===== src/rename_pkg.sv =====
package rename_pkg;

  // ~~~~~~~~~~~~~~~~~~~~~~~~~~~~~~~~~~~~~~~~~~~~~~~~~~~~~~~~~~~~
  // Sizes
  // ~~~~~~~~~~~~~~~~~~~~~~~~~~~~~~~~~~~~~~~~~~~~~~~~~~~~~~~~~~~~

  localparam int xlen      = 32;  // Data word width.
  localparam int arch_regs = 32;  // Entries 0 to 31.
  localparam int phys_regs = 32;  // Entries 32 to 63, the rename pool.
  localparam int reg_count = arch_regs + phys_regs;
  localparam int lanes     = 2;   // Rename lanes and result/read ports.

  // ~~~~~~~~~~~~~~~~~~~~~~~~~~~~~~~~~~~~~~~~~~~~~~~~~~~~~~~~~~~~
  // Types
  // ~~~~~~~~~~~~~~~~~~~~~~~~~~~~~~~~~~~~~~~~~~~~~~~~~~~~~~~~~~~~

  // Index into the storage array.
  // Zero doubles as "not renamed" in the rrn field.
  typedef logic [5:0] reg_idx_t;

  typedef logic [xlen-1:0] data_t;

  // Free entries, 0 to 32.
  typedef logic [5:0] free_count_t;

  // One storage entry.
  // rrn is only meaningful in architectural entries, where it names the
  // physical register holding the newest in-flight value.
  typedef struct packed {
    data_t    value;
    logic     valid;
    reg_idx_t rrn;
  } reg_entry_t;

endpackage

===== src/rename_if.sv =====
`timescale 1ns/1ps

// One rename lane talking to the map table.
interface rename_if;

  logic                alloc;     // Lane renames with a new register this cycle.
  rename_pkg::reg_idx_t rd;
  rename_pkg::reg_idx_t rs_1;
  rename_pkg::reg_idx_t rs_2;
  rename_pkg::reg_idx_t new_phys;  // Register handed to rd.

  // Resolved sources, combinational from the table.
  rename_pkg::reg_idx_t rs_1_tag;
  rename_pkg::reg_idx_t rs_2_tag;

  modport lane (
    output alloc,
    output rd,
    output rs_1,
    output rs_2,
    output new_phys,
    input  rs_1_tag,
    input  rs_2_tag
  );

  // Map table side.
  modport tbl (
    input  alloc,
    input  rd,
    input  rs_1,
    input  rs_2,
    input  new_phys,
    output rs_1_tag,
    output rs_2_tag
  );

endinterface


===== src/rename_lane.sv =====
`timescale 1ns/1ps

module rename_lane (
  input  logic                 global_bus,
  input  logic                 rst_n,
  input  logic                 rename_req,
  input  rename_pkg::reg_idx_t rd,
  input  rename_pkg::reg_idx_t rs_1,
  input  rename_pkg::reg_idx_t rs_2,
  input  logic                 grant,
  input  rename_pkg::reg_idx_t grant_phys,
  output logic                 take,
  rename_if.lane               tbl,
  output logic                 rename_done,
  output logic                 rename_ok,
  output rename_pkg::reg_idx_t rd_phys,
  output rename_pkg::reg_idx_t rs_1_tag,
  output rename_pkg::reg_idx_t rs_2_tag
);

  logic need_reg;
  logic alloc;
  logic admit;

  // Register 0 is never renamed.
  assign need_reg = (rd != '0);
  assign alloc    = rename_req && need_reg && grant;
  // Refused only when a register is needed and none is left.
  assign admit    = rename_req && (!need_reg || grant);

  assign take         = alloc;
  assign tbl.alloc    = alloc;
  assign tbl.rd       = rd;
  assign tbl.rs_1     = rs_1;
  assign tbl.rs_2     = rs_2;
  assign tbl.new_phys = grant_phys;

  // ~~~~~~~~~~~~~~~~~~~~~~~~~~~~~~~~~~~~~~~~~~~~~~~~~~~~~~~~~~~~
  // Result register
  // ~~~~~~~~~~~~~~~~~~~~~~~~~~~~~~~~~~~~~~~~~~~~~~~~~~~~~~~~~~~~

  always_ff @(posedge global_bus) begin
    if (!rst_n) begin
      rename_done <= 1'b0;
      rename_ok   <= 1'b0;
    end else begin
      rename_done <= rename_req;  // One cycle per request.
      rename_ok   <= admit;
    end
  end

  // Tags come from the mapping as it stood before this edge.
  always_ff @(posedge global_bus) begin
    if (rename_req) begin
      rd_phys  <= alloc ? grant_phys : '0;
      rs_1_tag <= tbl.rs_1_tag;
      rs_2_tag <= tbl.rs_2_tag;
    end
  end

endmodule


===== src/flat_wrapper.sv =====
// flat-port wrapper written by rule: the top's interface ports become plain ports
module rename_lane_flat 
  (global_bus, rst_n, rename_req, rd, rs_1, rs_2, grant, grant_phys, take, rename_done, rename_ok, rd_phys, rs_1_tag, rs_2_tag, tbl_alloc, tbl_rd, tbl_rs_1, tbl_rs_2, tbl_new_phys, tbl_rs_1_tag, tbl_rs_2_tag);
  rename_if tbl_i ();
  input  logic global_bus;
  input  logic rst_n;
  input  logic rename_req;
  input  rename_pkg::reg_idx_t rd;
  input  rename_pkg::reg_idx_t rs_1;
  input  rename_pkg::reg_idx_t rs_2;
  input  logic grant;
  input  rename_pkg::reg_idx_t grant_phys;
  output logic take;
  output logic rename_done;
  output logic rename_ok;
  output rename_pkg::reg_idx_t rd_phys;
  output rename_pkg::reg_idx_t rs_1_tag;
  output rename_pkg::reg_idx_t rs_2_tag;
  output wire logic [$bits(tbl_i.alloc)-1:0] tbl_alloc;
  output wire logic [$bits(tbl_i.rd)-1:0] tbl_rd;
  output wire logic [$bits(tbl_i.rs_1)-1:0] tbl_rs_1;
  output wire logic [$bits(tbl_i.rs_2)-1:0] tbl_rs_2;
  output wire logic [$bits(tbl_i.new_phys)-1:0] tbl_new_phys;
  input wire logic [$bits(tbl_i.rs_1_tag)-1:0] tbl_rs_1_tag;
  input wire logic [$bits(tbl_i.rs_2_tag)-1:0] tbl_rs_2_tag;
  assign tbl_alloc = tbl_i.alloc;
  assign tbl_rd = tbl_i.rd;
  assign tbl_rs_1 = tbl_i.rs_1;
  assign tbl_rs_2 = tbl_i.rs_2;
  assign tbl_new_phys = tbl_i.new_phys;
  assign tbl_i.rs_1_tag = tbl_rs_1_tag;
  assign tbl_i.rs_2_tag = tbl_rs_2_tag;
  rename_lane u_core (.global_bus(global_bus), .rst_n(rst_n), .rename_req(rename_req), .rd(rd), .rs_1(rs_1), .rs_2(rs_2), .grant(grant), .grant_phys(grant_phys), .take(take), .tbl(tbl_i), .rename_done(rename_done), .rename_ok(rename_ok), .rd_phys(rd_phys), .rs_1_tag(rs_1_tag), .rs_2_tag(rs_2_tag));
endmodule

===== config.mk =====
export PLATFORM = sky130hd
export DESIGN_NAME = rename_lane_flat
export DESIGN_NICKNAME = d
export VERILOG_FILES = /design/src/rename_pkg.sv /design/src/rename_if.sv /design/src/rename_lane.sv /design/src/flat_wrapper.sv
export SDC_FILE = /design/constraint.sdc
export NUM_CORES = 1
export LEC_CHECK = 0
export ABC_AREA = 1
export BUFFER_PORTS_ARGS = -buffer_cell sky130_fd_sc_hd__buf_2
export CORE_UTILIZATION = 37
export CTS_CLUSTER_DIAMETER = 200
export DETAILED_ROUTE_END_ITERATION = 8
export PLACE_DENSITY = 0.83
export SYNTH_ARGS = -nofsm -noshare
export SYNTH_HDL_FRONTEND = slang
export SYNTH_SLANG_ARGS = --single-unit
export TNS_END_PERCENT = 30

===== constraint.sdc =====
create_clock -name global_bus -period 2.2 [get_ports global_bus]
set_clock_uncertainty 0.15 [all_clocks]
set_input_delay 0.11 -clock global_bus [delete_from_list [all_inputs] [get_ports global_bus]]
set_output_delay 0.11 -clock global_bus [all_outputs]
set_load 0.01 [all_outputs]

---- Yosys cells after proc, flatten, opt, wreduce, memory -nomap -nowiden ----
Cells that the tools add are included.
word-level totals
  bits in registers ....................... 20
  latch bits .............................. 0
  bits in writable memories ............... 0
  bits in read-only memories .............. 0
  input port bits ......................... 40
  output and inout port bits .............. 46
  word-level logic and storage cells ...... 11
  memories kept ........................... 0
operators by class
  add/sub/neg operators ................... 0
  multiply operators ...................... 0
  div/mod/pow operators ................... 0
  magnitude comparators ................... 0
  eq/ne operators ......................... 0
  shift operators ......................... 0
  muxes and demuxes ....................... 0
  bitwise logic cells ..................... 0
  reduce and logical (&&, ||, !) cells .... 6
operator list
  cell                 number
  $reduce_bool A6 Y1   1
  $logic_and A1 B1 Y1  3
  $logic_not A1 Y1     1
  $logic_or A1 B1 Y1   1

---- Longest topological paths before layout ----
  depth in word-level cells ............... 4
  depth in mapped cells ................... 5
  gate-level depth less buffers ........... 4

---- Least setup slack after synthesis ----
No wires, ideal clock.
  path type ............................... input to output
  start ................................... in rd[1]
  end ..................................... out tbl_alloc
  arrival ................................. 647 ps
  required time ........................... 1940 ps
  slack ................................... 1293 ps
  cell stages on the path ................. 5
  path buffers ............................ 1
  cell sequence ........................... nor2_1 nand3_1 nand2_2 inv_1 buf_4
on the way
  cells in the longest elaborated chain, start to end .. 3
ends and longest elaborated chain
  element                           line                text
  start, declared                   flat_wrapper.sv:8   input rename_pkg::reg_idx_t rd;
  $reduce_bool A6 Y1                rename_lane.sv:26   assign need_reg = (rd != '0);
  $logic_and A1 B1 Y1 (2 in a row)  rename_lane.sv:27   assign alloc = rename_req && need_reg && grant;
  end, declared                     flat_wrapper.sv:19  output wire logic [$bits(tbl_i.alloc)-1:0] tbl_alloc;
No other way between the ends.

---- Worst setup path in the final report ----
  start ................................... in grant
  end ..................................... out take
on the way
  cells in the longest elaborated chain, start to end .. 1
ends and longest elaborated chain
  element              line                text
  start, declared      flat_wrapper.sv:11  input logic grant;
  $logic_and A1 B1 Y1  rename_lane.sv:27
  end, declared        flat_wrapper.sv:13  output logic take;
No other way between the ends.

==> flow_summary.toml <==
[outcome]
status = "complete, no violations"

[timing]
finalHoldViolations = 0
fin_setup_tns_ps = 0
grt_setup_unrepaired = "false"
period_minus_slack_ps = 1480
fmax_ghz = 0.677
holdWs_ps = 70.0
finalSetupViolCount = 0
setup_ws_ps = 723
tightest_slew_ps = 423
period_share_pct = 67.1
max_slew_margin_pct = 71.8
slew_viol_final = 0

[grt]
grt_overflow = 0
grt_use_total_pct = 15.4
grt_pass1_wl_mm = 2.73
grt_max_degree = 21
antenna_found_initial = 0
grt_pass1_vias = 644

[place]
gp_congestion = 0.638
place.detailed.hpwl_mm = 1.22
post-place-ws_ps = 991
placed_area_mm2 = 0.00102
port_buffers = 61

[cts]
cts_resized = 0
cts_buffer_depth = 2
postCtsSetupBuffers = 0
holdBufCountCts = 21
cts.sinks = 20
cts-root-buf = "clkbuf_4"
cts_buffers = 3
h-tree-depth = 1
tritoncts = "done"

[synthesis]
ys_warn_count = 0
ys_top_cells_by_area = "edfxtp_1, buf_4, dfxtp_1, inv_1, nor2_1"
synth.distinct_cells = 9
synth_area_leader_cell = "edfxtp_1"
avgSynthCellArea_um2 = 12.5
syn_inst = 69
synth.most_common_cell = "buf_4"
synth-edff-count = 18
syn_area_um2 = 863
ys_ff_latch = 20
synth_common_cells = "buf_4, edfxtp_1, inv_1"
seq_area_frac_synth_pct = 67.2
syn_nets = 109
async_reset_ff_share_pct = 0
yosys.area.top_type_share_pct = 62.6
synth_top_flop_cell = "edfxtp_1"

[setup_path]
arrival_ps = 1220
required_ps = 1940
end_kind = "primary output"
worst-setup-path-type = "in2out"
crit_chain = "dlygate4sd3_1, buf_2, nand2_1, inv_1, nand2_2, inv_1, buf_2"
slowest_stage = "dlygate4sd3_1"
cp-start-kind = "input pin"
cp_max_fo = 7
critPathMaxStageDelay_ps = 540

[run]
drv_cap = 0

[detailed_routing]
remaining_drc_errors = 0
drtIter0Drc = 1
via_per_inst = 4.15
drtPass1Iterations = 2
num_vias = 656
wl_per_cell_um = 11.7
wirelength_mm = 1.86
ant_nets = 0

[power_and_ir_drop]
seq_power_share_pct = 51.5
intPower_mw = 0.699
powerDensity_mw_per_mm2 = 683
pwr-share-comb_pct = 15.3
pwr-share-clk_pct = 33.2
peakVddDrop_mv = 0.502
switchingPower_mw = 0.175
swShare_pct = 20.1
total_leakage_power_nw = 0.641
power_mw = 0.874

[finish]
num_antenna_cells = 0
final_cell_area_mm2 = 0.00128
drive_gt1_share_pct = 50.8
nNetsFinal = 171
area_growth_pct = 48.1

[hold_path]
hp-class = "in2out"
min_from = "rs_1[0]"
hold_path_depth = 0
hold_path_end = "tbl_rs_1[0]"

[die]
initial_core_util_pct = 39.0
core_area_mm2 = 0.00221
placementRows = 17
die_area_mm2 = 0.00253
fp.dieH_um = 50.3
fp.dieW_um = 50.3
io_pins = 86
==> cells in the final DEF, fill, tap and decap left out, drive strengths merged <==
cell	instances
buf	61
dlygate4sd3	21
edfxtp	18
inv	10
nor2	9
clkbuf	3
nand2	3
dfxtp	2
nand3	1
a21oi	1
bufinv	1
==> sequential cells by signal, indices dropped and copies added (netlist names) <==
signal / count
u_core.rename_done: 1
u_core.rename_ok: 1
u_core.rs_2_tag: 6
u_core.rs_1_tag: 6
u_core.rd_phys: 6
==> critical path, delay by kind of cell <==
family / cells / cell delay (ps)
buf+inv: 5 / 930
simple gates: 2 / 180
==> through the flow <==
step / instances / util [%]
floorplan: 69 / -
global placement: 133 / 45.9
detailed placement: 133 / 45.9
CTS: 158 / 57.8
global route: 158 / 57.8
finish: 158 / 57.8
==> worst max path at each step <==
| stage | endpoint | slack [ps] | from | depth (start not counted) |
|---|---|---|---|---|
| after floorplan | tbl_alloc | 1290 | rd[1] | 5 |
| after global placement | take | 1020 | rename_req | 6 |
| after CTS | take | 740 | grant | 7 |
| after global routing | take | 650 | grant | 7 |
| after detailed placement | take | 990 | rename_req | 6 |
| final | take | 720 | grant | 7 |
==> cell type report <==
class,count,area [µm²]
inverters,10,37.5
clock inverters,1,30.0
repair buffers,82,515
clock buffers,3,22.5
multi-input cells,14,57.6
well taps,28,35.0
fillers,185,933
flip-flops and latches,20,581
==> routing by layer <==
| layer | vias to the layer above | wire [µm] | GRT usage, % |
|---|---|---|---|
| met2 | 49 | 898 | 26.9 |
| met4 | 0 | 59 | 11.6 |
| met1 | 278 | 696 | 15.3 |
| met3 | 14 | 200 | 4.24 |
| met5 | - | 0 | 0 |
| li1 | 315 | - | - |
==> power by group through the flow <==
stage               clock network, mW  logic [mW]  registers [mW]
CTS                             0.299       0.133           0.449
floorplan                           0      0.0569           0.475
global placement                    0       0.102           0.458
global route                    0.316       0.146           0.452
detailed placement                  0       0.104           0.458
finish                          0.290       0.134           0.450
==> kinds of logic after synthesis <==
group,Yosys count,share of synthesized area (%)
AOI/OAI and AO/OA,1,0.579
buffers and inverters,35,26.1
DFF,20,67.2
and+or+nand+nor,13,6.09
Note: power is estimated with default switching activity, not from simulation.
