`src/rename_pkg.sv`:
```
package rename_pkg;

  // ~~~~~~~~~~~~~~~~~~~~~~~~~~~~~~~~~~~~~~~~~~~~~~~~~~~~~~~~~~~~
  // Sizes
  // ~~~~~~~~~~~~~~~~~~~~~~~~~~~~~~~~~~~~~~~~~~~~~~~~~~~~~~~~~~~~

  localparam int xlen      = 32;  // Data word width.
  localparam int arch_regs = 32;  // Entries 0 to 31.
  localparam int phys_regs = 32;  // Entries 32 to 63, the rename pool.
  localparam int reg_count = arch_regs + phys_regs;
  localparam int lanes     = 2;   // Rename lanes and result/read ports.

  // ~~~~~~~~~~~~~~~~~~~~~~~~~~~~~~~~~~~~~~~~~~~~~~~~~~~~~~~~~~~~
  // Types
  // ~~~~~~~~~~~~~~~~~~~~~~~~~~~~~~~~~~~~~~~~~~~~~~~~~~~~~~~~~~~~

  // Index into the storage array.
  // Zero doubles as "not renamed" in the rrn field.
  typedef logic [5:0] reg_idx_t;

  typedef logic [xlen-1:0] data_t;

  // Free entries, 0 to 32.
  typedef logic [5:0] free_count_t;

  // One storage entry.
  // rrn is only meaningful in architectural entries, where it names the
  // physical register holding the newest in-flight value.
  typedef struct packed {
    data_t    value;
    logic     valid;
    reg_idx_t rrn;
  } reg_entry_t;

endpackage
```
`src/free_list.sv`:
```
`timescale 1ns/1ps

module free_list (
  input  logic                    global_bus,
  input  logic                    rst_n,
  output logic                    grant [rename_pkg::lanes],
  output rename_pkg::reg_idx_t    grant_phys [rename_pkg::lanes],
  input  logic                    take [rename_pkg::lanes],
  input  logic                    release_en [rename_pkg::lanes],
  input  rename_pkg::reg_idx_t    release_phys [rename_pkg::lanes],
  output rename_pkg::free_count_t free_count
);

  rename_pkg::reg_idx_t slots [rename_pkg::phys_regs];
  logic [4:0] rd_ptr;
  logic [4:0] wr_ptr;
  logic [1:0] pops;
  logic [1:0] pushes;

  // ~~~~~~~~~~~~~~~~~~~~~~~~~~~~~~~~~~~~~~~~~~~~~~~~~~~~~~~~~~~~
  // Grants
  // ~~~~~~~~~~~~~~~~~~~~~~~~~~~~~~~~~~~~~~~~~~~~~~~~~~~~~~~~~~~~

  always_comb begin
    grant[0]      = (free_count != '0);
    grant_phys[0] = slots[rd_ptr];
    // Lane 1 gets the head when lane 0 leaves it.
    if (take[0]) begin
      grant[1]      = (free_count >= rename_pkg::free_count_t'(2));
      grant_phys[1] = slots[rd_ptr + 5'd1];
    end else begin
      grant[1]      = (free_count != '0);
      grant_phys[1] = slots[rd_ptr];
    end
  end

  always_comb begin
    pops   = 2'(take[0]) + 2'(take[1]);
    pushes = 2'(release_en[0]) + 2'(release_en[1]);
  end

  // ~~~~~~~~~~~~~~~~~~~~~~~~~~~~~~~~~~~~~~~~~~~~~~~~~~~~~~~~~~~~
  // Queue state
  // ~~~~~~~~~~~~~~~~~~~~~~~~~~~~~~~~~~~~~~~~~~~~~~~~~~~~~~~~~~~~

  always_ff @(posedge global_bus) begin
    if (!rst_n) begin
      rd_ptr     <= '0;
      wr_ptr     <= '0;  // Full queue, so write pointer meets read pointer.
      free_count <= rename_pkg::free_count_t'(rename_pkg::phys_regs);
      for (int j = 0; j < rename_pkg::phys_regs; j++) begin
        slots[j] <= rename_pkg::reg_idx_t'(rename_pkg::arch_regs + j);
      end
    end else begin
      rd_ptr     <= rd_ptr + 5'(pops);
      wr_ptr     <= wr_ptr + 5'(pushes);
      free_count <= free_count - rename_pkg::free_count_t'(pops)
                    + rename_pkg::free_count_t'(pushes);
      // Port 0 goes in ahead of port 1.
      if (release_en[0]) begin
        slots[wr_ptr] <= release_phys[0];
      end
      if (release_en[1]) begin
        slots[wr_ptr + 5'(release_en[0])] <= release_phys[1];
      end
    end
  end

endmodule

```
`config.mk`:
```
export PLATFORM = sky130hd
export DESIGN_NAME = free_list
export DESIGN_NICKNAME = d
export VERILOG_FILES = /design/src/rename_pkg.sv /design/src/free_list.sv
export SDC_FILE = /design/constraint.sdc
export NUM_CORES = 1
export LEC_CHECK = 0
export BUFFER_PORTS_ARGS = -buffer_cell sky130_fd_sc_hd__buf_2
export CAP_MARGIN = 20
export CORE_MARGIN = 2
export CORE_UTILIZATION = 25
export CTS_CLUSTER_SIZE = 12
export DETAILED_ROUTE_END_ITERATION = 8
export GPL_TIMING_DRIVEN = 0
export PLACE_DENSITY = 0.37
export SYNTH_ARGS = -nofsm -noshare
export SYNTH_HDL_FRONTEND = slang
export SYNTH_SLANG_ARGS = --single-unit
```
`constraint.sdc`:
```
create_clock -name global_bus -period 2.5 [get_ports global_bus]
set_input_delay 0.125 -clock global_bus [delete_from_list [all_inputs] [get_ports global_bus]]
set_output_delay 0.125 -clock global_bus [all_outputs]
set_load 0.01 [all_outputs]
```
# == Word-level counts from Yosys, hierarchy flattened ==
# Memories as Yosys holds them, arrays and structs flattened. A register that Yosys moved wholly into a read port is not among the register bits.
# Index checks and enable logic that the tools add are counted.
# word_totals
mem_count,1
regBits,16
input_bits,18
ramBits,192
output_inout_bits,20
# classes
n_reduce_logical,3
muxes,16
n_lt_le_gt_ge,1
add_sub_neg,8
# memory_table
memory,depth,width,rd,rd_clocked_by_memory_dff,write_ports,line_no,text
slots,32,6,2,1,32,free_list.sv:14,rename_pkg::reg_idx_t slots [rename_pkg::phys_regs];
# op_table
cell,n
$mux 6,3
$mux 5,3
$reduce_or 6->1,2
$add 5x2->5,2
$mux 1,10
$add 6x2->6,1
$ge 6x2->1 const B,1
$reduce_bool 6->1,1
$sub 6x2->6,1
$add 5x1->5,1
$add 5x1->5 const B,1
$add 1x1->2,2

# == Depth between registers and ports, before layout ==
# Gate-level depths: netlist of run 1.
# depth
depth_word,5
mapped_depth,11

# == Least setup slack after synthesis of run 1 ==
# Ideal clock, no wire load.
# synth_timing
path_kind,reg2reg
start,reg wr_ptr[0]
end,"mem slots[3][0] (netlist bit), enable pin"
slack_ns,0.085
setup_time_ns,0.325
stages_incl_launch_ff,9
n_path_buf,1
arrival_time_ns,2.089
period_less_slack_ns,2.415
cell_sequence,dfxtp_1 > ha_1 > ha_1 > and2_1 > nand3_1 > or2_1 > a21oi_2 > buf_4 > nand3b_1
# synth_rtl
item,line_no,text
start: declaration,free_list.sv:16,logic [4:0] wr_ptr;
start signal: assignment,free_list.sv:56,wr_ptr <= wr_ptr + 5'(pushes);
end: declaration,free_list.sv:14,

==> metrics.md, run 1 <==
| Metric | Value |
|---|---|
| Synthesis-to-finish area growth | `24.6%` |
| Clk buf depth | `3` |
| Post-route ant nets | `0` |
| DRT Pass-1 Iters | `5` |
| DRC | `0` |
| Die Wd | `238 µm` |
| Port Buf Inserts | `31` |
| Pin slew with the least headroom to its limit | `~1.2 ns` |
| Htree depth | `1` |
| Clk_lat worst skew | `between 0.5 and 0.6 ns` |
| Critical path arrival | `slightly above 3 ns` |
| Vias/cell | `5.37` |
| Pleak | `around 5.4 nW` |
| Layout cells sized above 1 | `around a quarter` |
| Layout fillers | `between 5,000 and 6,000` |
| Req. time, crit path | `between 2 and 2.5 ns` |
| Outcome | `complete, but fails checks` |
| Setup WS pre-CTS | `-0.702 ns` |
| CTS sink cnt | `208` |
| Final setup violation count | `12` |
| Synth Area in XOR/XNOR | `less than 1%` |
| # rows | `85` |
| Total CTS buffers | `27` |
| Final cell count without fillers | `2,174` |
| Startpoint class of the critical path | `register` |
| PD cells | `between 600 and 700 nW/µm²` |
| EDFF count, synth | `about 190` |
| First-pass GRT wire length | `87,200 µm` |
| Post-synthesis compound-gate area fraction | `approximately 12%` |
| Rel. slew slack | `20.2%` |
| Die height | `238 µm` |
| CTS clk-pin slew, worst paths | `roughly 0.06 ns` |
| Violations in the final reports | `setup timing` |
| Largest net degree at the start of global routing | `14` |
| Routed WL | `roughly 63,000 µm` |
| DR vias | `11,665` |
| Worst Setup Slack, final | `-0.690 ns` |
| Initial core utilization | `between 20 and 30%` |
| Netlist Area Pre-Place | `13,600 µm²` |
| R2r startpoint | `wr_ptr[1]` |
| Fin crit period | `roughly 3.2 ns` |
| CTS tree | `done` |
| Final Cycle Share | `128%` |
| Largest family of logic cells by synthesized area | `multiplexers` |
| Peak VDD IR | `around 0.00045 V` |
| HP Class | `in -> reg` |
| Post-Synth Adder-Cell Area | `approximately 2.3%` |
| Finished Core Util | `a little under a third` |
| Peak Freq | `~0.31 GHz` |
| MaxCap Viol Count | `0` |
| Fraction of registers with async set/reset | `0%` |
| 1st-iter DRT viols | `between 1,000 and 1,500` |
| Skew final | `0.0144 ns` |
| DP Cell Count | `roughly 2,100` |
| WL/cell | `between 20 and 30 µm` |
| Final Hold Fails | `0` |
| Worst Setup SP | `rd_ptr[1]` |
| CP endpoint kind | `output pin` |
| CORE AREA | `around 54,000 µm²` |
| Ys Warns | `0` |
| Unique cell type count in the Yosys netlist | `53` |
| Hold Startpoint | `release_phys[4]` |
| Die area | `56,500 µm²` |
| Routability cong. | `approximately 0.91` |
| Synth area leader | `edfxtp_1` |
| Mean cell area of the mapped netlist | `~10 µm²` |
| Ports | `38` |
| Syn Nets | `between 1,000 and 1,500` |
| Seq cells post-synth | `between 200 and 250` |
| Grt ovf | `0` |
| Top-area cell type share of the netlist area | `a little over two fifths` |
| Register area share after synthesis | `between 40 and 50%` |
| Diodes inserted | `0` |
| Root buffer cell | `clkbuf_16` |
| Post-layout nets | `between 1,500 and 2,000` |
| Synth Instances | `1,360` |
| Gr usage total | `22.1%` |
| Via count of the first global-routing pass | `about 11,000` |
| Top FF cell, synth | `edfxtp_1` |
| Multiplexer share of the synthesized area | `approximately 18%` |
| Max-slew violations | `0` |
| Crit path kind | `reg -> out` |
| RSZ-0062 raised after global routing | `yes` |
| Largest cells by area after synthesis | `edfxtp_1 (42%), mux2i_1 (10%), mux4_2 (7.9%)` |
| Simple-Gate Fraction of Synth Area | `about 17%` |
| CP max FO | `5` |
| Initial antenna violation count | `1` |
| DP Wirelength | `approximately 48,000 µm` |
path summary, 6_finish.rpt:
check	to	slack, ns	depth (start not counted)
worst min-delay path	slots[16][4]	0.03	3
worst max-delay path	grant_phys[4]	-0.69	9
worst max register to register	slots[24][3]	0.05	6
worst min register to register	free_count[0]	0.64	2
cell usage after synthesis, drive strengths merged, types with 7 or more instances:
cell	count
a21oi	105
a22oi	24
a31oi	21
and2	17
buf	67
clkbuf	50
dfxtp	16
edfxtp	192
ha	19
inv	28
mux2i	138
mux4	48
nand2	124
nand2b	7
nand3	95
nand3b	7
nand4	10
nor2	184
nor2b	13
nor3	31
o21ai	70
o22ai	13
o31ai	8
xnor2	8
cells by family after synthesis:
group / Yosys count
compound gates: 278
simple gates: 506
mux: 186
buf+inv: 146
xor+xnor: 13
fa+ha+maj: 23
flops: 208
report_power, final:
group | switching (W) | leakage [nW] | internal, W
Sequential | 0.000113 | 1.73 | 0.00395
Combinational | 0.00212 | 3.24 | 0.00162
Clock | 0.00163 | 0.387 | 0.00196
registers in the layout (all words and copies together) (netlist names):
name	count
wr_ptr	5
slots	192
rd_ptr	5
free_count	6
cell usage in the layout, fill, tap and decap left out, types with 6 or more instances in the layout:
cell type,n
edfxtp_1,192
nor2_1,174
nand2_1,120
mux2i_1,111
a21oi_1,98
nand3_1,67
buf_2,53
mux4_2,48
buf_4,47
clkbuf_1,46
o21ai_0,35
o21ai_1,31
inv_1,28
clkbuf_16,28
nand3_2,26
nor3_1,23
a22oi_1,21
mux2i_4,16
ha_1,16
and2_1,15
a31oi_1,15
buf_12,14
buf_6,13
nor2b_1,11
mux2i_2,11
dfxtp_1,11
nand4_1,10
clkinv_2,9
nor2_2,8
o31ai_1,8
xnor2_1,8
o22ai_1,8
clkinv_1,7
nor3_4,7
nand3b_1,7
clkbuf_4,6
a211o_1,6
area by class of cell:
cell class / count / area [µm²] / area share (%)
Buffer: 113 / 808 / 4.75
Inverter: 29 / 109 / 0.640
Sequential cell: 208 / 6100 / 35.9
Timing Repair Buffer: 75 / 626 / 3.68
Clock inverter: 16 / 76.3 / 0.449
Multi-Input combinational cell: 1006 / 7720 / 45.4
Tap cell: 696 / 871 / 5.12
Clock buffer: 31 / 691 / 4.06
per-layer routing:
layer | part of all wire, % | wire length, µm | track usage (%)
met1 | 44 | 27700 | 30.0
met5 | 0 | 0 | 0
met2 | 46 | 29100 | 35.9
met3 | 5.6 | 3520 | 2.46
met4 | 4.4 | 2790 | 8.86
worst max-delay path: stages, from the launching register on:
cell	delay [ns]
dfxtp_4	0.38
ha_4	0.32
buf_12	0.14
buf_12	0.11
buf_12	0.12
mux4_2	0.54
mux2i_4	0.28
o22ai_1	0.14
a211o_1	0.31
buf_2	0.16
metrics by stage:
stage / total power, W / cell area, µm² / TNS [ns] / hold slack [ns]
floorplan: 0.00601 / 13600 / 0 / 0.352
global placement: 0.00708 / 14700 / -164.75 / 0.539
detailed placement: 0.00710 / 14800 / -91.73 / 0.539
CTS: 0.0113 / 16600 / -4.85 / 0.00814
global route: 0.0118 / 17000 / -5.26 / 0.0367
finish: 0.0114 / 17000 / -4.62 / 0.0323
repair_timing:
| item | in CTS | in global routing |
|---|---|---|
| pin swaps | 16 | 10 |
| gates cloned | 1 | 1 |
| buffers inserted | 18 | 15 |
| resized for setup | 185 | 63 |
| hold buffers | 1 | 0 |
| setup endpoints to repair | 353 | 269 |
| endpoints found under the hold margin | 1 | 0 |
(Power assumes the default switching activity.)
==> run 2, diff against run 1 <==
--- a/config.mk
+++ b/config.mk
@@ -13,6 +13,7 @@
 export DETAILED_ROUTE_END_ITERATION = 8
 export GPL_TIMING_DRIVEN = 0
 export PLACE_DENSITY = 0.37
+export REMOVE_ABC_BUFFERS = 1
 export SYNTH_ARGS = -nofsm -noshare
 export SYNTH_HDL_FRONTEND = slang
 export SYNTH_SLANG_ARGS = --single-unit
==> metrics.md, run 2 (synthesized netlist as in run 1, its figures left out) <==
| Metric | Value |
|---|---|
| Die Wd | `238 µm (unchanged)` |
| Finished Cell Area | `17,500 µm² (+3.2%)` |
| Gr usage total | `20.3% (-1.8 points)` |
| Grt ovf | `0 (unchanged)` |
| Worst Setup Slack, final | `-0.685 ns (+0.00438 ns)` |
| HP Class | `in -> reg` |
| CP endpoint kind | `output pin` |
| Clk_lat worst skew | `0.57 ns (about the same)` |
| CTS tree | `done` |
| Placed instance area | `14,400 µm² (-2.2%)` |
| Part of the power in registers | `33.4% (-2.3 points)` |
| Commonest non-fill, non-tap cell in the layout | `edfxtp_1` |
| Diodes inserted | `0 (unchanged)` |
| CP Cell Sequence | `buf_16 > ha_4 > buf_4 > buf_16 > mux4_2 > mux2i_2 > o22ai_1 > a211o_1 > buf_2` |
| 1st-iter DRT viols | `1,084 (-1.1%)` |
| Footprint of the multi-input gates | `7860 µm² (+1.8%)` |
| # rows | `85 (unchanged)` |
| CP max FO | `8 (+3)` |
| Critical-path top delay cell | `mux4_2` |
| Cell mode on critical path | `buf_16` |
| Root buffer cell | `clkbuf_16` |
| Biggest register | `slots` |
| Total CTS buffers | `28 (+3.7%)` |
| Crit path kind | `reg -> out` |
| Port Buf Inserts | `37 (+19%)` |
| CORE AREA | `53,900 µm² (unchanged)` |
| CTS clk-pin slew, worst paths | `0.06 ns (about the same)` |
| Max reg flops | `192 (unchanged)` |
| CTS sink cnt | `208 (unchanged)` |
| Die height | `238 µm (unchanged)` |
| Routed WL | `57,600 µm (-8.7%)` |
| Initial core utilization | `25.3% (unchanged)` |
| Layout cells sized above 1 | `27.6% (+3.0 points)` |
| Outcome | `complete, but fails checks` |
| RSZ-0062 raised after global routing | `yes` |
| NetSw | `0.00383 W (-0.94%)` |
| Vias/cell | `5.29 (-1.3%)` |
| Crit path largest cell delay | `0.51 ns (-0.03 ns)` |
| Post-layout nets | `1,462 (-2.6%)` |
| DR vias | `11,324 (-2.9%)` |
| Peak VDD IR | `0.000504 V (+12%)` |
| Fin crit period | `3.19 ns (-0.00438 ns)` |
| DRT Pass-1 Iters | `5 (unchanged)` |
| Layout fillers | `5,412 (-1.2%)` |
| Via count of the first global-routing pass | `10,990 (-2.9%)` |
| Critical path buffers and inverters | `4 (unchanged)` |
| Startpoint class of the critical path | `register` |
| Final setup violation count | `12 (unchanged)` |
| MaxCap Viol Count | `0 (unchanged)` |
| Sw Share | `31.2% (-2.7 points)` |
| Initial antenna violation count | `1 (unchanged)` |
| CP top delay family | `multiplexers` |
| PD cells | `700 nW/µm² (+4.4%)` |
| Max-slew violations | `0 (unchanged)` |
| DP Wirelength | `37,500 µm (-22%)` |
| Rel. slew slack | `22.3% (+2.1 points)` |
| Die area | `56,500 µm² (unchanged)` |
| Ports | `38 (unchanged)` |
| Clock Power Share | `34.9% (+3.4 points)` |
| Critical path arrival | `3.06 ns (about the same)` |
| Pleak | `5.58 nW (+4.1%)` |
| Req. time, crit path | `2.38 ns (about the same)` |
| Comb power frac | `31.7% (-1.1 points)` |
| # hold bufs at CTS | `0 (-1)` |
| WL/cell | `26.9 µm (-7.2%)` |
| DRC | `0 (unchanged)` |
| Clk buf depth | `3 (unchanged)` |
| Largest net degree at the start of global routing | `33 (+19)` |
| Htree depth | `1 (unchanged)` |
| Leading cell types in the layout, fill and taps excluded | `edfxtp_1 (192), nor2_1 (174), mux2i_1 (118)` |
| Biggest regs | `slots: 192 flops, free_count: 6 flops` |
| Final Hold Fails | `0 (unchanged)` |
| Violations in the final reports | `setup timing` |
| Final Cycle Share | `127% (-0.18 points)` |
| Post-route ant nets | `0 (unchanged)` |
| First-pass GRT wire length | `82,000 µm (-6.0%)` |
| Peak Freq | `0.314 GHz (+0.14%)` |
| Routability cong. | `0.813 (-10%)` |
| Tot Pwr | `0.0123 W (+7.7%)` |
| Int Power | `0.00844 W (+12%)` |
| Pin slew with the least headroom to its limit | `1.16 ns (-0.0321 ns)` |
| Synthesis-to-finish area growth | `28.6%` |
| Skew final | `0.0137 ns (-0.000715 ns)` |
| WHS | `0.0890 ns (+0.0567 ns)` |
| Register area | `6110 µm² (+0.21%)` |
[run 2: changes by cell type in the layout (fill, tap and decap cells not counted), moves of 8 or more]
| cell | before | now |
|---|---|---|
| buf_16 | 3 | 13 |
| buf_2 | 53 | 33 |
| buf_4 | 47 | 62 |
| clkbuf_1 | 46 | 8 |
| mux2i_4 | 16 | 8 |
| nand2_1 | 120 | 110 |
| nand2_2 | 4 | 14 |
[run 2: tightest hold or removal path, cell delays in order]
cell,delay [ns]
buf_2,0.08
ha_1,0.18
ha_1,0.13
and2_1,0.10
[run 2: final timing paths]
| kind | from | endpoint | slack [ns] | cells after the start |
|---|---|---|---|---|
| worst min-delay path | take[0] | rd_ptr[0] | 0.09 | 4 |
| worst max register to register | wr_ptr[1] | slots[0][1] | 0.06 | 4 |
| worst max-delay path | rd_ptr[0] | grant_phys[2] | -0.69 | 9 |
| worst min register to register | free_count[0] | free_count[0] | 0.64 | 2 |
[run 2: per-layer routing]
metal	track usage (%)	routed length [µm]	up-vias
li1	-	-	5187
met1	28.6	26600	5703
met2	32.9	26700	358
met3	2.75	3000	76
met4	4.63	1310	0
met5	0	0	-
[run 2: layout make-up]
type	instances	area share, %
sequential	208	34.8
tap	696	4.96
inverter	29	0.621
clock buffer	38	4.39
multi-input combinational	1007	44.8
timing repair buffer	147	9.22
clock inverter	14	1.13
[run 2: stage by stage]
stage	std cells	setup WS [ns]	utilization [%]	setup TNS, ns
floorplan	1243	-4.17	-	-46.03
global placement	1976	-7.34	26.2	-528.07
detailed placement	1991	-0.991	26.7	-190.77
CTS	2130	-0.717	32.1	-5.39
global route	2139	-0.745	32.5	-5.88
finish	2139	-0.685	32.5	-4.95
[run 2: power by group through the flow]
stage	combinational (W)	clock (W)	sequential (W)
finish	0.00389	0.00428	0.00410
global route	0.00413	0.00449	0.00412
CTS	0.00384	0.00437	0.00410
detailed placement	0.00275	0	0.00422
global placement	0.00260	0	0.00438
floorplan	0.00166	0	0.00425
[run 2: repair_timing]
action                     in CTS  in global routing
resized for setup             194                 34
cloned                         10                  0
setup buffers                  77                 10
pin swaps                      40                 19
setup endpoints to repair     395                151
==> run 3, diff against run 2 <==
--- a/config.mk
+++ b/config.mk
@@ -7,12 +7,13 @@
 export LEC_CHECK = 0
 export BUFFER_PORTS_ARGS = -buffer_cell sky130_fd_sc_hd__buf_2
 export CAP_MARGIN = 20
-export CORE_MARGIN = 2
+export CORE_MARGIN = 5
 export CORE_UTILIZATION = 25
 export CTS_CLUSTER_SIZE = 12
 export DETAILED_ROUTE_END_ITERATION = 8
 export GPL_TIMING_DRIVEN = 0
 export PLACE_DENSITY = 0.37
+export RECOVER_POWER = 25
 export REMOVE_ABC_BUFFERS = 1
 export SYNTH_ARGS = -nofsm -noshare
 export SYNTH_HDL_FRONTEND = slang
==> metrics.md, run 3 (synthesized netlist as in run 1, its figures left out) <==
| Metric | Value |
|---|---|
| Outcome | `complete, but fails checks` |
| Violations in the final reports | `setup timing` |
| RSZ-0062 raised after global routing | `yes` |
| Die area | `59,300 µm² (+5.1%)` |
| Initial core utilization | `25.3% (unchanged)` |
| PD cells | `669 nW/µm² (-4.4%)` |
| DP Wirelength | `38,000 µm (+1.3%)` |
| DR vias | `11,452 (+1.1%)` |
| Vias/cell | `5.33 (+0.61%)` |
| Die height | `244 µm (+2.5%)` |
| Synthesis-to-finish area growth | `29.2%` |
| DRC | `0 (unchanged)` |
| CORE AREA | `53,900 µm² (unchanged)` |
| Rel. slew slack | `30.6% (+8.3 points)` |
| Biggest regs | `slots: 192 flops, free_count: 6 flops` |
| Total CTS buffers | `29 (+3.6%)` |
| DRT Pass-1 Iters | `5 (unchanged)` |
| Clk buf depth | `3 (unchanged)` |
| First-pass GRT wire length | `83,300 µm (+1.6%)` |
| Peak VDD IR | `0.000476 V (-5.5%)` |
| Clk_lat worst skew | `0.57 ns (about the same)` |
| Root buffer cell | `clkbuf_16` |
| Worst Setup SP | `rd_ptr[0]` |
| R2r startpoint | `wr_ptr[0]` |
| Leading cell types in the layout, fill and taps excluded | `edfxtp_1 (192), nor2_1 (174), mux2i_1 (116)` |
| 1st-iter DRT viols | `901 (-17%)` |
| CTS clk-pin slew, worst paths | `0.05 ns (about the same)` |
| Worst Setup Slack, final | `-0.722 ns (-0.0369 ns)` |
| Post-route ant nets | `0 (unchanged)` |
| Register area | `6110 µm² (about the same)` |
| Layout cells sized above 1 | `27.3% (-0.33 points)` |
| Post-layout nets | `1,473 (+0.75%)` |
| Grt ovf | `0 (unchanged)` |
| Final Cycle Share | `129% (+1.5 points)` |
| Commonest non-fill, non-tap cell in the layout | `edfxtp_1` |
| HP Class | `in -> reg` |
| # rows | `85 (unchanged)` |
| Pin slew with the least headroom to its limit | `1.04 ns (-0.124 ns)` |
| CP max FO | `8 (unchanged)` |
| Hold path endpoint | `rd_ptr[0]` |
| Hold Path Cell Cnt | `4 (unchanged)` |
| Max reg flops | `192 (unchanged)` |
| Gr usage total | `18.8% (-1.4 points)` |
| Final setup violation count | `304 (+292)` |
| Pleak | `5.69 nW (+2.1%)` |
| Routed WL | `57,700 µm (+0.10%)` |
| Skew final | `0.0126 ns (-0.00111 ns)` |
| Tot Pwr | `0.0118 W (-4.0%)` |
| Startpoint class of the critical path | `register` |
| # hold bufs at CTS | `0 (unchanged)` |
| Crit path kind | `reg -> out` |
| CTS tree | `done` |
| Flop2flop setup slack | `-0.22 ns (-0.28 ns)` |
| Port Buf Inserts | `37 (unchanged)` |
| Largest net degree at the start of global routing | `33 (unchanged)` |
| Die Wd | `244 µm (+2.5%)` |
| CP endpoint kind | `output pin` |
| Setup WS pre-CTS | `-1.15 ns (-0.156 ns)` |
| Req. time, crit path | `2.38 ns (about the same)` |
| Reg2reg end | `slots[4][2]` |
| Biggest register | `slots` |
| Max-slew violations | `0 (unchanged)` |
| CTS sink cnt | `208 (unchanged)` |
| MaxCap Viol Count | `0 (unchanged)` |
| Footprint of the multi-input gates | `7930 µm² (+0.89%)` |
| Final Hold Fails | `0 (unchanged)` |
| Via count of the first global-routing pass | `11,525 (+4.9%)` |
| Critical path arrival | `3.10 ns (+0.04 ns)` |
| Layout fillers | `5,414 (+0.037%)` |
| Initial antenna violation count | `1 (unchanged)` |
| Ports | `38 (unchanged)` |
| Htree depth | `1 (unchanged)` |
| Hold Startpoint | `take[0]` |
| R2R cell count | `8 (+4)` |
| Fin crit period | `3.22 ns (+0.0369 ns)` |
| Routability cong. | `0.808 (-0.61%)` |
| WL/cell | `26.8 µm (-0.41%)` |
| Peak Freq | `0.310 GHz (-1.1%)` |
## run 3: cell count changes in the layout (fill, tap and decap cells not counted), sizes merged
cell	change
clkinv	+7
clkinvlp	-1
buf	+1
diode	+1
bufinv	-4
clkbuf	+7
## run 3: worst max-delay path by stage
| stage | end | slack, ns | depth (start not counted) |
|---|---|---|---|
| 2_1_floorplan | grant_phys[0] | -4.17 | 5 |
| 3_3_place_gp | grant_phys[5] | -7.45 | 6 |
| 3_5_place_dp | grant_phys[5] | -1.15 | 8 |
| 4_1_cts | grant_phys[2] | -0.74 | 9 |
| 5_1_grt | grant_phys[2] | -0.76 | 9 |
| 6_report | grant_phys[2] | -0.72 | 9 |
## run 3: cell type report
type | count | share of cell area [%]
multi-input cells | 1007 | 45.0
flip-flops and latches | 208 | 34.6
repair buffers | 157 | 9.87
well taps | 696 | 4.94
clock buffers | 36 | 4.27
inverters | 29 | 0.639
clock inverters | 16 | 0.610
diodes | 1 | 0.0142
## run 3: metrics by stage
| stage | util, % | hold slack, ns | instances | instance area (µm²) | TNS, ns |
|---|---|---|---|---|---|
| after floorplan | - | 0.187 | 1243 | 13000 | -46.03 |
| after global placement | 26.2 | 0.542 | 1976 | 14100 | -544.05 |
| after detailed placement | 26.8 | 0.551 | 1993 | 14400 | -188.96 |
| after CTS | 32.1 | 0.0532 | 2135 | 17300 | -5.16 |
| after global routing | 32.7 | 0.0890 | 2149 | 17600 | -78.40 |
| final | 32.7 | 0.0691 | 2150 | 17600 | -23.18 |
## run 3: timing repair
item	in CTS	in global routing
pin swaps	32	17
setup endpoints to repair	396	184
buffers inserted	83	15
cloned	7	0
resized for setup	202	48
## run 3: metal layers
| metal | wire length, µm | up-vias | part of all wire (%) | track usage, % |
|---|---|---|---|---|
| met5 | 0 | - | 0 | 0 |
| met4 | 917 | 0 | 1.6 | 3.37 |
| met3 | 2750 | 53 | 4.8 | 2.08 |
| met2 | 27400 | 374 | 48 | 31.6 |
| met1 | 26600 | 5821 | 46 | 26.6 |
| li1 | - | 5204 | - | - |
## run 3: critical path: stages, from the launching register on
cell	delay (ns)
dfxtp_4	0.36
buf_12	0.13
ha_4	0.36
buf_12	0.15
buf_16	0.16
mux4_2	0.50
mux2i_1	0.18
o22ai_1	0.18
a211o_1	0.32
buf_2	0.16
## run 3: report_power, final
part           switching, W  internal [W]
sequential         0.000140       0.00395
clock               0.00162       0.00222
combinational       0.00205       0.00181
